==> src/rtl/exti_pkg.sv <==
package exti_pkg;

    // bus word and address
    typedef logic [15:0] word_t;
    typedef logic [15:0] addr_t;

    // level picks one of the four cpu lines
    typedef logic [1:0] level_t;
    typedef logic [3:0] cpu_int_t;

    // gpio pin vector
    typedef logic [7:0] pins_t;

    // interrupt sources seen by the controller
    localparam int num_sources = 2;
    // bit position in enable and pending
    // level field sits at 2*index
    localparam int src_gpio  = 0;
    localparam int src_timer = 1;

    // gpio block
    // gpio_in is read only
    localparam addr_t gpio_in_addr  = 16'hFF00;
    localparam addr_t gpio_out_addr = 16'hFF01;
    localparam addr_t gpio_ien_addr = 16'hFF02;

    // timer block
    // cnt is read only, ctl bit 0 is run
    localparam addr_t timer_cmp_addr = 16'hFF08;
    localparam addr_t timer_cnt_addr = 16'hFF09;
    localparam addr_t timer_ctl_addr = 16'hFF0A;

    // interrupt controller
    // pending reads back, write one to clear
    localparam addr_t exti_en_addr    = 16'hFF0C;
    localparam addr_t exti_level_addr = 16'hFF0D;
    localparam addr_t exti_pend_addr  = 16'hFF0E;

endpackage

==> src/rtl/rw_register.sv <==
`timescale 1ns/1ps

module rw_register #(
    parameter exti_pkg::addr_t reg_addr      = 16'h0000,
    parameter exti_pkg::word_t default_value = 16'h0000
) (
    input  logic            clk,
    input  logic            rst_n,
    // system bus
    input  exti_pkg::addr_t addr,
    input  logic            write_en,
    input  exti_pkg::word_t data_in,
    output exti_pkg::word_t data_out,
    // stored word for the owning block
    output exti_pkg::word_t value
);

    logic hit;

    // address decode for this one register
    assign hit = (addr == reg_addr);

    // load on a matching write
    always_ff @(posedge clk) begin
        if (!rst_n) begin
            value <= default_value;
        end else if (write_en && hit) begin
            value <= data_in;
        end
    end

    // zero off-address so the parent can OR
    always_comb begin
        if (hit) begin
            data_out = value;
        end else begin
            data_out = '0;
        end
    end

endmodule

==> src/rtl/gpio.sv <==
`timescale 1ns/1ps

module gpio (
    input  logic            clk,
    input  logic            rst_n,
    // system bus
    input  exti_pkg::addr_t addr,
    input  logic            write_en,
    input  exti_pkg::word_t data_in,
    output exti_pkg::word_t data_out,
    // pins
    input  exti_pkg::pins_t pins,
    output exti_pkg::pins_t gpio_out,
    // rising edge interrupt pulse
    output logic            gpio_int
);

    import exti_pkg::*;

    word_t out_rdata;
    word_t out_value;
    word_t ien_rdata;
    word_t ien_value;
    word_t in_rdata;
    pins_t pins_q;
    pins_t pins_prev;
    pins_t pin_rise;

    // output latch, low byte drives the pins
    rw_register #(
        .reg_addr     (gpio_out_addr),
        .default_value(16'h0000)
    ) out_reg_i (
        .clk     (clk),
        .rst_n   (rst_n),
        .addr    (addr),
        .write_en(write_en),
        .data_in (data_in),
        .data_out(out_rdata),
        .value   (out_value)
    );

    // per-pin interrupt enable
    rw_register #(
        .reg_addr     (gpio_ien_addr),
        .default_value(16'h0000)
    ) ien_reg_i (
        .clk     (clk),
        .rst_n   (rst_n),
        .addr    (addr),
        .write_en(write_en),
        .data_in (data_in),
        .data_out(ien_rdata),
        .value   (ien_value)
    );

    assign gpio_out = out_value[7:0];

    // edge between two samples on an enabled pin
    assign pin_rise = pins_q & ~pins_prev & ien_value[7:0];

    // sample, keep the previous sample, register the pulse
    always_ff @(posedge clk) begin
        if (!rst_n) begin
            pins_q    <= '0;
            pins_prev <= '0;
            gpio_int  <= 1'b0;
        end else begin
            pins_q    <= pins;
            pins_prev <= pins_q;
            gpio_int  <= |pin_rise;
        end
    end

    // read side returns sampled pins
    assign in_rdata = (addr == gpio_in_addr) ? word_t'(pins_q) : '0;

    assign data_out = in_rdata | out_rdata | ien_rdata;

endmodule

==> src/rtl/timer.sv <==
`timescale 1ns/1ps

module timer (
    input  logic            clk,
    input  logic            rst_n,
    // system bus
    input  exti_pkg::addr_t addr,
    input  logic            write_en,
    input  exti_pkg::word_t data_in,
    output exti_pkg::word_t data_out,
    // match pulse
    output logic            timer_int
);

    import exti_pkg::*;

    word_t cmp_rdata;
    word_t cmp_value;
    word_t ctl_rdata;
    word_t ctl_value;
    word_t cnt_rdata;
    word_t cnt;
    logic  run;

    // compare value
    rw_register #(
        .reg_addr     (timer_cmp_addr),
        .default_value(16'h0000)
    ) cmp_reg_i (
        .clk     (clk),
        .rst_n   (rst_n),
        .addr    (addr),
        .write_en(write_en),
        .data_in (data_in),
        .data_out(cmp_rdata),
        .value   (cmp_value)
    );

    // control, bit 0 starts the count
    rw_register #(
        .reg_addr     (timer_ctl_addr),
        .default_value(16'h0000)
    ) ctl_reg_i (
        .clk     (clk),
        .rst_n   (rst_n),
        .addr    (addr),
        .write_en(write_en),
        .data_in (data_in),
        .data_out(ctl_rdata),
        .value   (ctl_value)
    );

    assign run = ctl_value[0];

    always_ff @(posedge clk) begin
        if (!rst_n) begin
            cnt       <= '0;
            timer_int <= 1'b0;
        end else if (run) begin
            // wrap on match, also if compare was lowered below the count
            if (cnt >= cmp_value) begin
                cnt       <= '0;
                timer_int <= 1'b1;
            end else begin
                cnt       <= cnt + 16'd1;
                timer_int <= 1'b0;
            end
        end else begin
            // stopped, count holds
            timer_int <= 1'b0;
        end
    end

    // live count is read only
    assign cnt_rdata = (addr == timer_cnt_addr) ? cnt : '0;

    assign data_out = cmp_rdata | ctl_rdata | cnt_rdata;

endmodule

==> src/rtl/exti.sv <==
`timescale 1ns/1ps

module exti (
    input  logic               clk,
    input  logic               rst_n,
    // system bus
    input  exti_pkg::addr_t    addr,
    input  logic               write_en,
    input  exti_pkg::word_t    data_in,
    output exti_pkg::word_t    data_out,
    // interrupt pulses from the peripherals
    input  logic               gpio_int,
    input  logic               timer_int,
    // lines to the cpu
    output exti_pkg::cpu_int_t cpu_int
);

    import exti_pkg::*;

    word_t en_rdata;
    word_t en_value;
    word_t level_rdata;
    word_t level_value;
    word_t pend_rdata;

    logic [num_sources-1:0] src;
    logic [num_sources-1:0] src_prev;
    logic [num_sources-1:0] src_rise;
    logic [num_sources-1:0] pending;
    logic [num_sources-1:0] pend_clr;
    logic [num_sources-1:0] active;
    level_t                 src_level [num_sources];

    // enable register, one bit per source
    rw_register #(
        .reg_addr     (exti_en_addr),
        .default_value(16'h0000)
    ) en_reg_i (
        .clk     (clk),
        .rst_n   (rst_n),
        .addr    (addr),
        .write_en(write_en),
        .data_in (data_in),
        .data_out(en_rdata),
        .value   (en_value)
    );

    // level register, two bits per source
    rw_register #(
        .reg_addr     (exti_level_addr),
        .default_value(16'h0000)
    ) level_reg_i (
        .clk     (clk),
        .rst_n   (rst_n),
        .addr    (addr),
        .write_en(write_en),
        .data_in (data_in),
        .data_out(level_rdata),
        .value   (level_value)
    );

    // gather sources by their index
    always_comb begin
        src            = '0;
        src[src_gpio]  = gpio_int;
        src[src_timer] = timer_int;
    end

    // low then high sets pending
    assign src_rise = src & ~src_prev;

    // write one to clear, only on the pending address
    assign pend_clr = (write_en && addr == exti_pend_addr) ?
                      data_in[num_sources-1:0] : '0;

    always_ff @(posedge clk) begin
        if (!rst_n) begin
            src_prev <= '0;
            pending  <= '0;
        end else begin
            src_prev <= src;
            // a new edge beats a clear on the same cycle
            pending  <= (pending & ~pend_clr) | src_rise;
        end
    end

    // split the level word into per-source fields
    for (genvar s = 0; s < num_sources; s++) begin : g_level
        assign src_level[s] = level_value[2*s +: 2];
    end

    assign active = pending & en_value[num_sources-1:0];

    // one-hot per source, equal levels share a line
    always_comb begin
        cpu_int = '0;
        for (int i = 0; i < num_sources; i++) begin
            if (active[i]) begin
                cpu_int[src_level[i]] = 1'b1;
            end
        end
    end

    // pending read, zero elsewhere
    assign pend_rdata = (addr == exti_pend_addr) ? word_t'(pending) : '0;

    assign data_out = en_rdata | level_rdata | pend_rdata;

endmodule

==> src/rtl/periph_top.sv <==
`timescale 1ns/1ps

module periph_top (
    input  logic               clk,
    input  logic               rst_n,
    // system bus
    input  exti_pkg::addr_t    addr,
    input  logic               write_en,
    input  exti_pkg::word_t    data_in,
    output exti_pkg::word_t    data_out,
    // gpio pins
    input  exti_pkg::pins_t    pins,
    output exti_pkg::pins_t    gpio_out,
    // cpu interrupt lines
    output exti_pkg::cpu_int_t cpu_int
);

    import exti_pkg::*;

    word_t gpio_rdata;
    word_t timer_rdata;
    word_t exti_rdata;
    logic  gpio_int;
    logic  timer_int;

    gpio gpio_i (
        .clk     (clk),
        .rst_n   (rst_n),
        .addr    (addr),
        .write_en(write_en),
        .data_in (data_in),
        .data_out(gpio_rdata),
        .pins    (pins),
        .gpio_out(gpio_out),
        .gpio_int(gpio_int)
    );

    timer timer_i (
        .clk      (clk),
        .rst_n    (rst_n),
        .addr     (addr),
        .write_en (write_en),
        .data_in  (data_in),
        .data_out (timer_rdata),
        .timer_int(timer_int)
    );

    // both pulses land in the controller
    exti exti_i (
        .clk      (clk),
        .rst_n    (rst_n),
        .addr     (addr),
        .write_en (write_en),
        .data_in  (data_in),
        .data_out (exti_rdata),
        .gpio_int (gpio_int),
        .timer_int(timer_int),
        .cpu_int  (cpu_int)
    );

    // blocks drive zero off their addresses
    // unmapped reads fall out as zero
    assign data_out = gpio_rdata | timer_rdata | exti_rdata;

endmodule

==> config.mk <==
export PLATFORM = sky130hd
export DESIGN_NAME = periph_top
export DESIGN_NICKNAME = d
export VERILOG_FILES = /design/src/rtl/exti_pkg.sv /design/src/rtl/rw_register.sv /design/src/rtl/gpio.sv /design/src/rtl/timer.sv /design/src/rtl/exti.sv /design/src/rtl/periph_top.sv
export SDC_FILE = /design/constraint.sdc
export NUM_CORES = 1
export LEC_CHECK = 0
export BUFFER_PORTS_ARGS = -buffer_cell sky130_fd_sc_hd__buf_2
export CAP_MARGIN = 0
export CORE_MARGIN = 4
export CORE_UTILIZATION = 60
export CTS_BUF_LIST = sky130_fd_sc_hd__clkbuf_4 sky130_fd_sc_hd__clkbuf_8 sky130_fd_sc_hd__clkbuf_16
export DETAILED_ROUTE_END_ITERATION = 10
export MAX_ROUTING_LAYER = met4
export PLACE_DENSITY = 0.78
export SLEW_MARGIN = 0
export SYNTH_ARGS = -nofsm -noshare
export SYNTH_HDL_FRONTEND = slang
export SYNTH_HIERARCHICAL = 1
export SYNTH_SLANG_ARGS = --single-unit
export TNS_END_PERCENT = 20
==> constraint.sdc <==
create_clock -name clk -period 2.64 [get_ports clk]
set_input_delay 0.528 -clock clk [delete_from_list [all_inputs] [get_ports clk]]
set_output_delay 0.528 -clock clk [all_outputs]
set_load 0.1 [all_outputs]
* Word level (Yosys, flattened, before mapping) *
Index checks and enable logic that the tools add are counted.
Widths: inputs -> output; s select.

operators by class
  add/sub/neg operators = 1
  $lt $le $gt $ge = 5
  equality and inequality tests = 9
  mux-type cells = 18
  bitwise operators = 18
  reduce and logical (&&, ||, !) cells = 11

operator list
  operator               count
  $eq 16x16->1 const B   9
  $mux 16                8
  $or 16x16->16          8
  $add 16x1->16 const B  1
  $and 8x8->8            2
  $ge 16x16->1           1
  $logic_and 1x1->1      9
  $mux 4                 2
  $mux 8                 1
  $not 8->8              1
  $reduce_or 8->1        1
  $and 2x2->2            3
  $lt 2x3->1 const B     2
  $demux 1 s2            2
  $ge 2x1->1 const B     2
  $mux 2                 2
  $not 2->2              2
  $or 4x4->4             1
  $mux 1                 3
  $or 2x2->2             1
  $reduce_and 2->1       1

word-level totals
  register bits = 134
  bits of input ports = 43
  output and inout bits = 28
  word-level logic and storage cells = 75

* Depth between registers and ports, before layout *
Gate-level depths: netlist of the first run.

  depth in word-level cells = 7
  depth in mapped cells = 8
  depth with buffers taken out = 7

* Cells and area by module *
Netlist of the first run, hierarchy kept.

modules (own cells, without submodules)
  module                              times used  cells an instance  area an instance (µm²)  seq. area each (µm²)
  rw_register (gpio_i.ien_reg_i ...)  2           92                 852.1                   320.3
  timer                               1           162                1,381.3                 340.3
  rw_register (timer_i.ctl_reg_i)     1           92                 849.6                   320.3
  rw_register (exti_i.level_reg_i)    1           92                 847.1                   320.3
  rw_register (timer_i.cmp_reg_i)     1           92                 835.8                   320.3
  rw_register (exti_i.en_reg_i)       1           92                 833.3                   320.3
  gpio                                1           68                 709.4                   340.3
  exti                                1           47                 389.1                   80.1
  periph_top                          1           16                 100.1                   0.0

* Worst setup path before layout of the first run *
OpenSTA, ideal clock, no wires.

  kind = register to output
  start = reg exti_i.level_reg_i.value[2]
  end = out cpu_int[1]
  arrival = 2.740 ns
  data required time = 2.112 ns
  setup slack = -0.628 ns
  cell stages (with the launch flop) = 3
  cells stage by stage = dfxtp_1 -> inv_1 -> o32ai_1

on the way
  longest elaborated chain between the ends = 6
  elaborated cells between the ends (all ways) = 7
  classes of those cells = 2 x order compare; 3 x mux; 1 x bitwise; 1 x reduce/logical

RTL lines
  what                                                                   line               text
  start: declaration                                                     rw_register.sv:15  output exti_pkg::word_t value
  start signal: assignment                                               rw_register.sv:26  value <= default_value;
  start signal: assignment                                               rw_register.sv:28  value <= data_in;
  $lt 2x3->1 (not written as such) / $ge 2x1->1 (equally long branches)  exti.sv:99         cpu_int[src_level[i]] = 1'b1;
  $logic_and 1x1->1 (not written as such)                                exti.sv:99
  $mux 1 (not written as such)                                           exti.sv:99
  $demux 1 s2 *                                                          -
  $or 4x4->4 (no source line) *                                          -
  $mux 4 *                                                               exti.sv:98         if (active[i]) begin
  end: declaration                                                       periph_top.sv:15   output exti_pkg::cpu_int_t cpu_int

Every way passes the cells marked *; elsewhere a longest branch is shown, timed or not.

* Final worst setup path of the first run *
  start = in addr[5]
  end = out data_out[7]

on the way
  longest elaborated chain between the ends = 6
  elaborated cells between the ends (all ways) = 24
  classes of those cells = 8 x eq/ne; 8 x mux; 8 x bitwise

RTL lines
  what                        line               text
  start: declaration          periph_top.sv:7    input exti_pkg::addr_t addr,
  $eq 16x16->1                rw_register.sv:21  assign hit = (addr == reg_addr);
  $mux 16                     rw_register.sv:34  if (hit) begin
  via timer_i.cmp_rdata[7]    timer.sv:17        word_t cmp_rdata;
  $or 16x16->16 (2 in a row)  timer.sv:77        assign data_out = cmp_rdata | ctl_rdata | cnt_rdata;
  via timer_rdata[7]          periph_top.sv:21   word_t timer_rdata;
  $or 16x16->16 (2 in a row)  periph_top.sv:63   assign data_out = gpio_rdata | timer_rdata | exti_rdata;
  end: declaration            periph_top.sv:10   output exti_pkg::word_t data_out,

The timed path passes the listed nets, and every way through them passes these cells.

==> metrics.md, run 1 <==
| Metric | Value |
|---|---|
| Period utilization | 112.0% |
| Avg WL per Cell | 18.34 µm |
| Slew @ Worst Pin | 605.3 ps |
| DRT iter0 DRCs | 559 |
| Hold_buf cts | 0 |
| Final-stage net count | 995 |
| Top FF cell, synth | dfxtp_1 |
| Overflow after GRT | 0 |
| Yosys Warn Count | 6 |
| Crit path launch | addr[5] |
| Initial antenna violation count | 1 |
| Pwr Total | 4.723 mW |
| Slew Viols, Final | 0 |
| DR vias/cell | 5.706 |
| Clock sink total | 134 |
| Share of cells above drive strength 1 | 27.43% |
| CP startpoint kind | input pin |
| DRC | 0 |
| Post-Synthesis Cell Area | 7650 µm² |
| Die footprint | 14620 µm² |
| WL met3 | 1475 µm |
| Sw frac | 22.36% |
| Unrepaired setup endpoints after global routing | true |
| Hold Slack | 311.3 ps |
| Gate Count Post-Synth | 845 |
| PD cells | 507.4 nW/µm² |
| Setup WS pre-CTS | -311.1 ps |
| Die width | 120.9 µm |
| First-pass GRT wire length | 32830 µm |
| Syn-to-layout area delta | 21.69% |
| Clock skew | 6.436 ps |
| Worst reg2reg path startpoint | timer_i/cmp_reg_i/value[13] |
| GRT Util Overall | 29.58% |
| Number of flops mapped to enable cells by yosys | 0 |
| Netlist cell types | 48 |
| CTS tree | yes |
| Failing checks | negative setup slack |
| Final wirelength | 20480 µm |
| Routed via count | 6374 |
| Inserted Clock Buffers | 17 |
| Synth Area in Compound Gates | 5.528% |
| Worst-Skew Late Latency | 420 ps |
| Capturing element type of the critical path | output pin |
| Maxcap violations | 0 |
| Post-Synth Adder-Cell Area | 2.781% |
| Number of synthesized register bits | 134 |
| Flop pwr share | 43.2% |
| Clk pwr share | 51.1% |
| Int Power | 3.667 mW |
| Crit Path Max Fanout | 5 |
| WL met1 | 8578 µm |
| Cell mode on critical path | buf_12 |
| Hold Path Origin | pins[5] |
| Synthesized net count | 905 |
| Simple-Gate Fraction of Synth Area | 36.72% |
| Top post-synthesis cells by area | dfxtp_1, mux2i_1, nand2_1 |
| PortBufs | 70 |
| CP Cell Sequence | buf_12 > or4b_4 > nor4_4 > buf_6 > buf_12 > and2_4 > a211o_1 > or3_4 > buf_12 |
| Setup CP Type | in -> out |
| Vias in the first global route | 6287 |
| Synth Area per Inst | 9.053 µm² |
| Rows | 40 |
| Max stage delay cell, worst path | or4b_4 |
| DP HPWL | 14030 µm |
| Cell accounting for the most synthesized area | dfxtp_1 |
| CTS HTree Levels | 4 |
| Clock transition at path regs | 60 ps |
| WL met2 | 10050 µm |
| Final min period | 2956 ps |
| Drt pass-1 iters | 5 |
| Initial Util | 62.39% |
| RePlAce Congestion | 0.8662 |
| Core box area | 12260 µm² |
| Endpoints failing hold | 0 |
| Largest stage delay on the critical path | 540 ps |
| Final ANT Viol Nets | 0 |
| DP Area | 8473 µm² |
| Highest clock rate | 338.3 MHz |
| Seq/Total Area, Yosys | 35.07% |
| Bufs on Longest Clock Path | 2 |
| Largest family of logic cells by synthesized area | simple AND/OR/NAND/NOR gates |
| Logic gate share of total power | 5.7% |
| Die Span Y | 120.9 µm |
| Final WS setup | -315.6 ps |
| # IOs | 71 |
| Largest net degree at the start of global routing | 69 |
| Post-Synth XOR/XNOR Area | 1.603% |
| Async S/R FF share, synth | 0% |
| CP arrival | 2430 ps |
| Root Buffer | clkbuf_16 |
| Worst IR Drop VDD | 0.4530 mV |
| Sw Pwr | 1.056 mW |
| # setup viols final | 16 |
| Worst endpoint required time | 2110 ps |
| Yosys top cell area share | 35.07% |
| Rel. slew slack | 59.65% |
| Post-synthesis mux area share | 12.69% |
| Final instance area | 9309 µm² |
| Leakage | 3.900 nW |
| Highest metal layer with signal wires | met4 |
| Hold/Removal Path Class | in -> reg |
| Outcome | complete, but fails checks |
[cells in the mapped netlist (all sizes together), types with 7 or more instances]
cell and n:
a211o 26, nor4 9, buf 14, dfxtp 134, mux2i 97, or3 16, inv 20, nor2 18
or4b 10, nand3 9, nand4 18, ha 17, and2 121, nand4b 7, a21oi 10, xor2 9
nand2 211, clkbuf 26, nand3b 8, or2 22
[path summary, 6_finish.rpt]
| path | end | slack (ps) | cells after the start |
|---|---|---|---|
| setup / recovery | data_out[7] | -320 | 9 |
| hold / removal | gpio_i/pins_q[5] | 310 | 2 |
| setup reg to reg | timer_i/cnt[8] | 450 | 7 |
| hold reg to reg | exti_i/level_reg_i/value[8] | 460 | 2 |
[metal layers]
layer / up-vias / track usage [%]
met5: - / -
met4: 0 / 8.782
met3: 39 / 6.667
met2: 226 / 47.72
met1: 3057 / 37.29
li1: 3052 / -
[cells in the final DEF (no fill, tap or decap), types with 3 or more instances in the layout]
| cell | synthesis | layout |
|---|---|---|
| nand2_1 | 210 | 210 |
| dfxtp_1 | 134 | 134 |
| mux2i_1 | 97 | 97 |
| and2_1 | 79 | 75 |
| buf_2 | 1 | 48 |
| and2_2 | 36 | 34 |
| buf_4 | 0 | 31 |
| a211o_1 | 26 | 26 |
| buf_12 | 12 | 25 |
| or2_2 | 22 | 22 |
| inv_1 | 20 | 20 |
| nor2_1 | 18 | 18 |
| clkbuf_16 | 0 | 17 |
| ha_1 | 17 | 17 |
| or3_4 | 0 | 16 |
| nand4_1 | 16 | 16 |
| and2_4 | 6 | 12 |
| or4b_4 | 10 | 10 |
| a21oi_1 | 10 | 10 |
| nand3_1 | 9 | 9 |
| nor4_4 | 9 | 9 |
| xor2_1 | 9 | 9 |
| nand3b_1 | 8 | 8 |
| nand4b_1 | 7 | 7 |
| buf_6 | 1 | 5 |
| xnor2_1 | 5 | 5 |
| nand4bb_4 | 4 | 4 |
| o21ai_0 | 4 | 4 |
| clkinvlp_4 | 0 | 3 |
| clkinv_2 | 0 | 3 |
| clkinv_4 | 0 | 3 |
| bufinv_16 | 0 | 3 |
| and4_1 | 3 | 3 |
| nor3_1 | 3 | 3 |
[area by class of cell]
class                      count  area, µm²
multi-input combinational    651       4646
clock inverter                12      153.9
tap                          168      210.2
timing repair buffer         111       1085
sequential                   134       2683
inverter                      20      75.07
antenna                        1      2.502
clock buffer                  20      454.2
fill                         814       2953
[critical path: cells and delay by family]
family,cells,cell delay (ps)
simple gates,4,1130
compound gates,1,170
buf+inv,4,590
[power groups by stage]
| stage | logic (mW) | registers, mW | clock network (mW) |
|---|---|---|---|
| 2_1_floorplan | 0.115 | 2.08 | 0 |
| 3_3_place_gp | 0.241 | 2.08 | 0 |
| 3_5_place_dp | 0.251 | 2.08 | 0 |
| 4_1_cts | 0.260 | 2.04 | 2.43 |
| 5_1_grt | 0.293 | 2.04 | 2.53 |
| 6_report | 0.269 | 2.04 | 2.41 |
[metrics by stage]
stage / cells / utilization [%] / setup TNS [ps]
6_report: 1117 / 75.92 / -4121
3_5_place_dp: 1078 / 69.10 / -4370
2_1_floorplan: 845 / - / -5767
3_3_place_gp: 1078 / 69.10 / -4087
4_1_cts: 1114 / 75.62 / -3604
5_1_grt: 1117 / 75.92 / -4501
[logic make-up (layout without fill, tap and decap cells)]
kind of cell | after synthesis | count (layout)
XOR/XNOR | 14 | 14
flip-flops | 134 | 134
other | 0 | 1
AO/OA/AOI/OAI | 51 | 51
AND/OR/NAND/NOR | 472 | 472
adder cells (fa/ha/maj) | 17 | 17
multiplexers | 97 | 97
buffers and inverters | 60 | 163
[timing repair]
action / 4_1_cts / 5_1_grt
gates cloned: 2 / 0
setup buffers: 2 / 2
gates resized for setup: 33 / 5
pin swaps: 32 / 4
endpoints found under the setup margin: 16 / 16
[state kept, by name (all words and copies together), names as in the netlist, 8 cells and up]
name and count:
gpio_i/ien_reg_i/value 16, timer_i/cnt 16, gpio_i/out_reg_i/value 16, gpio_i/pins_q 8, exti_i/en_reg_i/value 16, timer_i/ctl_reg_i/value 16, gpio_i/pins_prev 8, timer_i/cmp_reg_i/value 16
exti_i/level_reg_i/value 16
Note: power is estimated with default switching activity, not from simulation.
==> run 2: changes to the inputs <==
CORE_UTILIZATION = 58   (was 60)
PLACE_DENSITY = 0.77   (was 0.78)
SYNTH_HIERARCHICAL = not set   (was 1)
==> metrics.md, run 2 <==
| Metric | Value |
|---|---|
| Outcome | complete, but fails checks |
| Failing checks | negative setup slack |
| Routed via count | 6385 |
| Synth Area per Inst | 7.948 µm² |
| Met3 Use GR | 5.761% |
| CP startpoint kind | input pin |
| Top post-synthesis cells by area | dfxtp_1, nand2_1, a21oi_1 |
| Clk pwr share | 53.9% |
| # IOs | 71 |
| Core box area | 10420 µm² |
| Yosys top cell area share | 43.05% |
| Syn-to-layout area delta | 29.26% |
| RePlAce Congestion | 0.9721 |
| Hold_buf cts | 0 |
| Final instance area | 8054 µm² |
| Clock skew | 4.435 ps |
| Final WS setup | -407.8 ps |
| PD cells | 596.7 nW/µm² |
| Number of synthesized register bits | 134 |
| Synthesized net count | 844 |
| Highest clock rate | 328.1 MHz |
| Crit Path Max Fanout | 10 |
| Core Util, Final | 77.32% |
| Pwr Total | 4.806 mW |
| Maxcap violations | 0 |
| Vias in the first global route | 6177 |
| Clock sink total | 134 |
| Worst IR Drop VDD | 0.6161 mV |
| DP HPWL | 14500 µm |
| Commonest non-fill, non-tap cell in the layout | nand2_1 |
| DP Cell Count | 1006 |
| Top-count cell post-synth | nand2_1 |
| Hold Slack | 190.8 ps |
| Ant. Diodes | 0 |
| PortBufs | 70 |
| Sw frac | 21.27% |
| Netlist cell types | 47 |
| First-pass GRT wire length | 32170 µm |
| DRC | 0 |
| Yosys Warn Count | 0 |
| Fill cells | 745 |
| Initial antenna violation count | 0 |
| DP Area | 7350 µm² |
| Die width | 111.7 µm |
| Gate Count Post-Synth | 784 |
| Number of flops mapped to enable cells by yosys | 0 |
| CTS HTree Levels | 4 |
| Post-Synthesis Cell Area | 6231 µm² |
| Worst endpoint required time | 2110 ps |
| Int Power | 3.784 mW |
| CTS tree | yes |
| Rows | 37 |
| Slew @ Worst Pin | 605.5 ps |
| CP arrival | 2520 ps |
| Die Span Y | 111.7 µm |
| Root Buffer | clkbuf_8 |
| Capturing element type of the critical path | output pin |
| Bufs on Longest Clock Path | 2 |
| Cell accounting for the most synthesized area | dfxtp_1 |
| Final ANT Viol Nets | 0 |
| Setup WS pre-CTS | -427.1 ps |
| Avg WL per Cell | 19.44 µm |
| Post-Synth XOR/XNOR Area | 2.108% |
| Clock transition at path regs | 60 ps |
| DRT iter0 DRCs | 859 |
| GRT Util Overall | 33.44% |
| Period utilization | 115.4% |
| # setup viols final | 16 |
| Share of cells above drive strength 1 | 22.73% |
| Setup CP Type | in -> out |
| Most frequent cells in the layout | nand2_1, dfxtp_1, a21oi_1, buf_4, buf_2 |
| Initial Util | 59.82% |
| Overflow after GRT | 0 |
| Post-synthesis mux area share | 0.6426% |
| Logic gate share of total power | 3.6% |
| Slew Viols, Final | 0 |
| Unrepaired setup endpoints after global routing | true |
| Hold/Removal Path Class | in -> reg |
| Largest net degree at the start of global routing | 48 |
| Synth top cells by count | nand2_1, dfxtp_1, a21oi_1 |
| Post-Layout Cell Count | 1038 |
| Final-stage net count | 950 |
| Post-Synth Adder-Cell Area | 3.414% |
| Die footprint | 12470 µm² |
| Final min period | 3048 ps |
| Synth Area in Compound Gates | 16.77% |
| GR peak layer | met2 |
| Endpoints failing hold | 0 |
| M1 GR Usage | 45.06% |
| Worst-Skew Late Latency | 540 ps |
| Largest family of logic cells by synthesized area | simple AND/OR/NAND/NOR gates |
| Inserted Clock Buffers | 17 |
| Flop pwr share | 42.5% |
| Final wirelength | 20180 µm |
| Async S/R FF share, synth | 0% |
| GR Util met2 | 50.92% |
| Leakage | 3.074 nW |
| Sw Pwr | 1.022 mW |
| Rel. slew slack | 59.32% |
| DR vias/cell | 6.151 |
| Top FF cell, synth | dfxtp_1 |
| Simple-Gate Fraction of Synth Area | 27.81% |
| Seq/Total Area, Yosys | 43.05% |
| Drt pass-1 iters | 6 |
| Setup TNS | -5914 ps |
run 2: routing by layer:
metal	vias up	share of wire (%)
li1	2929	-
met5	-	0
met2	344	46
met3	41	11
met1	3071	41
met4	0	2.1
run 2: final timing paths:
check                                    from                       end  slack [ps]  cells past startpoint
setup reg to reg  timer_i.cmp_reg_i.value[15]            timer_i.cnt[2]         580                      8
hold reg to reg      exti_i.en_reg_i.value[2]  exti_i.en_reg_i.value[2]         450                      2
hold / removal                        pins[2]          gpio_i.pins_q[2]         190                      2
setup / recovery                      addr[5]              data_out[11]        -410                      9
run 2: repair_timing:
action | 4_1_cts | 5_1_grt
setup endpoints to repair | 16 | 16
resized for setup | 5 | 5
pin swaps | 1 | 1
buffers inserted | 0 | 1
hold endpoints to repair | 0 | 0
run 2: power groups by stage:
| stage | Sequential, mW | Clock (mW) | Combinational [mW] |
|---|---|---|---|
| after floorplan | 2.08 | 0 | 0.0689 |
| after global placement | 2.09 | 0 | 0.161 |
| after detailed placement | 2.09 | 0 | 0.165 |
| after CTS | 2.04 | 2.59 | 0.167 |
| after global routing | 2.04 | 2.68 | 0.185 |
| final | 2.04 | 2.59 | 0.174 |
run 2: layout make-up:
cell class	count	area, µm²	share of cell area [%]
Tap cell	136	170.2	2.113
Multi-Input combinational cell	570	3263	40.52
Inverter	23	86.33	1.072
Clock buffer	20	449.2	5.577
Clock inverter	11	196.4	2.439
Sequential cell	134	2683	33.31
Timing Repair Buffer	144	1206	14.98
run 2: logic make-up (layout without fill, tap and decap cells):
logic type               after synthesis  count (layout)
AO/OA/AOI/OAI                        171             171
buffers and inverters                 80             198
flip-flops                           134             134
XOR/XNOR                              15              15
multiplexers                           4               4
adder cells (fa/ha/maj)               17              17
AND/OR/NAND/NOR                      363             363
run 2: critical path, stage by stage:
cell and delay, ps:
buf_6 90, or4_4 560, or3_4 430, buf_4 170
nor3_4 140, buf_12 160, a222oi_1 130, nand3_4 130
buf_12 170
==> run 3: changes to the inputs <==
CORE_UTILIZATION = 55   (was 58)
CTS_BUF_LIST = sky130_fd_sc_hd__clkbuf_4   (was sky130_fd_sc_hd__clkbuf_4 sky130_fd_sc_hd__clkbuf_8 sky130_fd_sc_hd__clkbuf_16)
clock period = 2.6 ns   (was 2.64 ns; I/O delays follow)
==> metrics.md, run 3 (synthesized netlist as in run 2, its figures left out) <==
| Metric | Value |
|---|---|
| Setup TNS | -6120 ps |
| Clock transition at path regs | 120 ps |
| GRT Util Overall | 30.70% |
| WHS Path Cells | 2 |
| # IOs | 71 |
| Rows | 38 |
| Highest clock rate | 328.3 MHz |
| FF-to-FF path depth | 8 |
| Overflow after GRT | 0 |
| Worst IR Drop VDD | 0.4527 mV |
| Setup CP Type | in -> out |
| Syn-to-layout area delta | 24.84% |
| Leakage | 2.941 nW |
| CP startpoint kind | input pin |
| CTS tree | yes |
| Hold/Removal Path Class | in -> reg |
| Capturing element type of the critical path | output pin |
| Initial antenna violation count | 0 |
| Avg WL per Cell | 18.23 µm |
| Failing checks | negative setup slack |
| Final min period | 3046 ps |
| CP arrival | 2530 ps |
| Hold_buf cts | 0 |
| Slew @ Worst Pin | 520.3 ps |
| Vias in the first global route | 5880 |
| # setup viols final | 16 |
| Footprint of the multi-input gates | 3293 µm² |
| Crit Path Max Fanout | 8 |
| Register area | 2683 µm² |
| Maxcap violations | 0 |
| Commonest non-fill, non-tap cell in the layout | nand2_1 |
| CTS HTree Levels | 4 |
| Period utilization | 117.2% |
| Final WS setup | -446.2 ps |
| Endpoints failing hold | 0 |
| Die Span Y | 114.4 µm |
| Largest net degree at the start of global routing | 99 |
| Worst-Skew Late Latency | 560 ps |
| DR vias/cell | 5.971 |
| Worst endpoint required time | 2080 ps |
| DRT iter0 DRCs | 741 |
| Inserted Clock Buffers | 17 |
| Bufs on Longest Clock Path | 2 |
| Outcome | complete, but fails checks |
| Fill cells | 865 |
| Root Buffer | clkbuf_4 |
| Share of cells above drive strength 1 | 23.03% |
| Most frequent cells in the layout | nand2_1, dfxtp_1, a21oi_1, buf_4, buf_2 |
| Ant. Diodes | 0 |
| Die width | 114.4 µm |
| Worst reg2reg path startpoint | timer_i.cmp_reg_i.value[15] |
| Routed via count | 6228 |
| First-pass GRT wire length | 30310 µm |
| Post-CTS setup buffer count | 0 |
| Initial Util | 56.73% |
| DRC | 0 |
| Unrepaired setup endpoints after global routing | true |
| PortBufs | 70 |
| Clock sink total | 134 |
| RePlAce Congestion | 1.021 |
| Core box area | 10980 µm² |
| PD cells | 473.4 nW/µm² |
| Final wirelength | 19010 µm |
| Rel. slew slack | 65.04% |
| Final instance area | 7779 µm² |
| Die footprint | 13100 µm² |
| DP HPWL | 14270 µm |
| DP Area | 7400 µm² |
| Clock skew | 13.71 ps |
| Final-stage net count | 950 |
| Crit path launch | addr[5] |
| Hold Path Origin | pins[3] |
| Slew Viols, Final | 0 |
| Final ANT Viol Nets | 0 |
| Drt pass-1 iters | 8 |
[run 3: worst max-delay path, cell delays in order]
cell and delay, ps:
buf_6 90, or4_4 540, or3_4 440, or3_4 400, o211a_1 250, nand3_2 100, buf_12 180
[run 3: per-layer routing]
metal  GRT usage (%)  up-vias  wire length, µm
li1                -     2932                -
met1           40.97     2914             7707
met2           46.60      347             8827
met3           7.135       35             2130
met4           9.105        0              348
met5               -        -                0
[run 3: final cells by class]
class | instances | share of cell area (%)
clock buffers | 17 | 1.641
clock inverters | 15 | 2.059
inverters | 23 | 1.110
multi-input cells | 570 | 42.34
flip-flops and latches | 134 | 34.49
well taps | 140 | 2.252
repair buffers | 144 | 16.12
[run 3: metrics by stage]
stage / cells / hold slack (ps) / power, mW / utilization (%) / setup WS (ps)
6_report: 1043 / 156.2 / 3.682 / 70.82 / -446.2
5_1_grt: 1043 / 131.3 / 3.792 / 70.82 / -484.1
4_1_cts: 1043 / 132.7 / 3.690 / 70.46 / -435.6
3_5_place_dp: 1011 / 445.6 / 2.290 / 67.37 / -447.4
3_3_place_gp: 1011 / 436.8 / 2.285 / 67.37 / -415.1
2_1_floorplan: 784 / 430.9 / 2.184 / - / -786.9
[run 3: report_power, final]
group / leakage, nW / total, mW / switching [mW] / internal [mW]
clock: 0.156 / 1.43 / 0.778 / 0.652
sequential: 1.08 / 2.07 / 0.00865 / 2.06
combinational: 1.70 / 0.180 / 0.114 / 0.0660
total: 2.94 / 3.68 / 0.901 / 2.78
[run 3: path summary, 6_finish.rpt]
check                                                     to  slack, ps
worst max-delay path                             data_out[5]       -450
worst min-delay path                        gpio_i.pins_q[3]        160
worst min register to register  exti_i.level_reg_i.value[10]        460
worst max register to register                timer_i.cnt[2]        580
[run 3: timing repair]
action	in CTS	in global routing
setup endpoints to repair	16	16
resized for setup	10	7
pin swaps	1	1
cloned	0	0
endpoints found under the hold margin	0	0
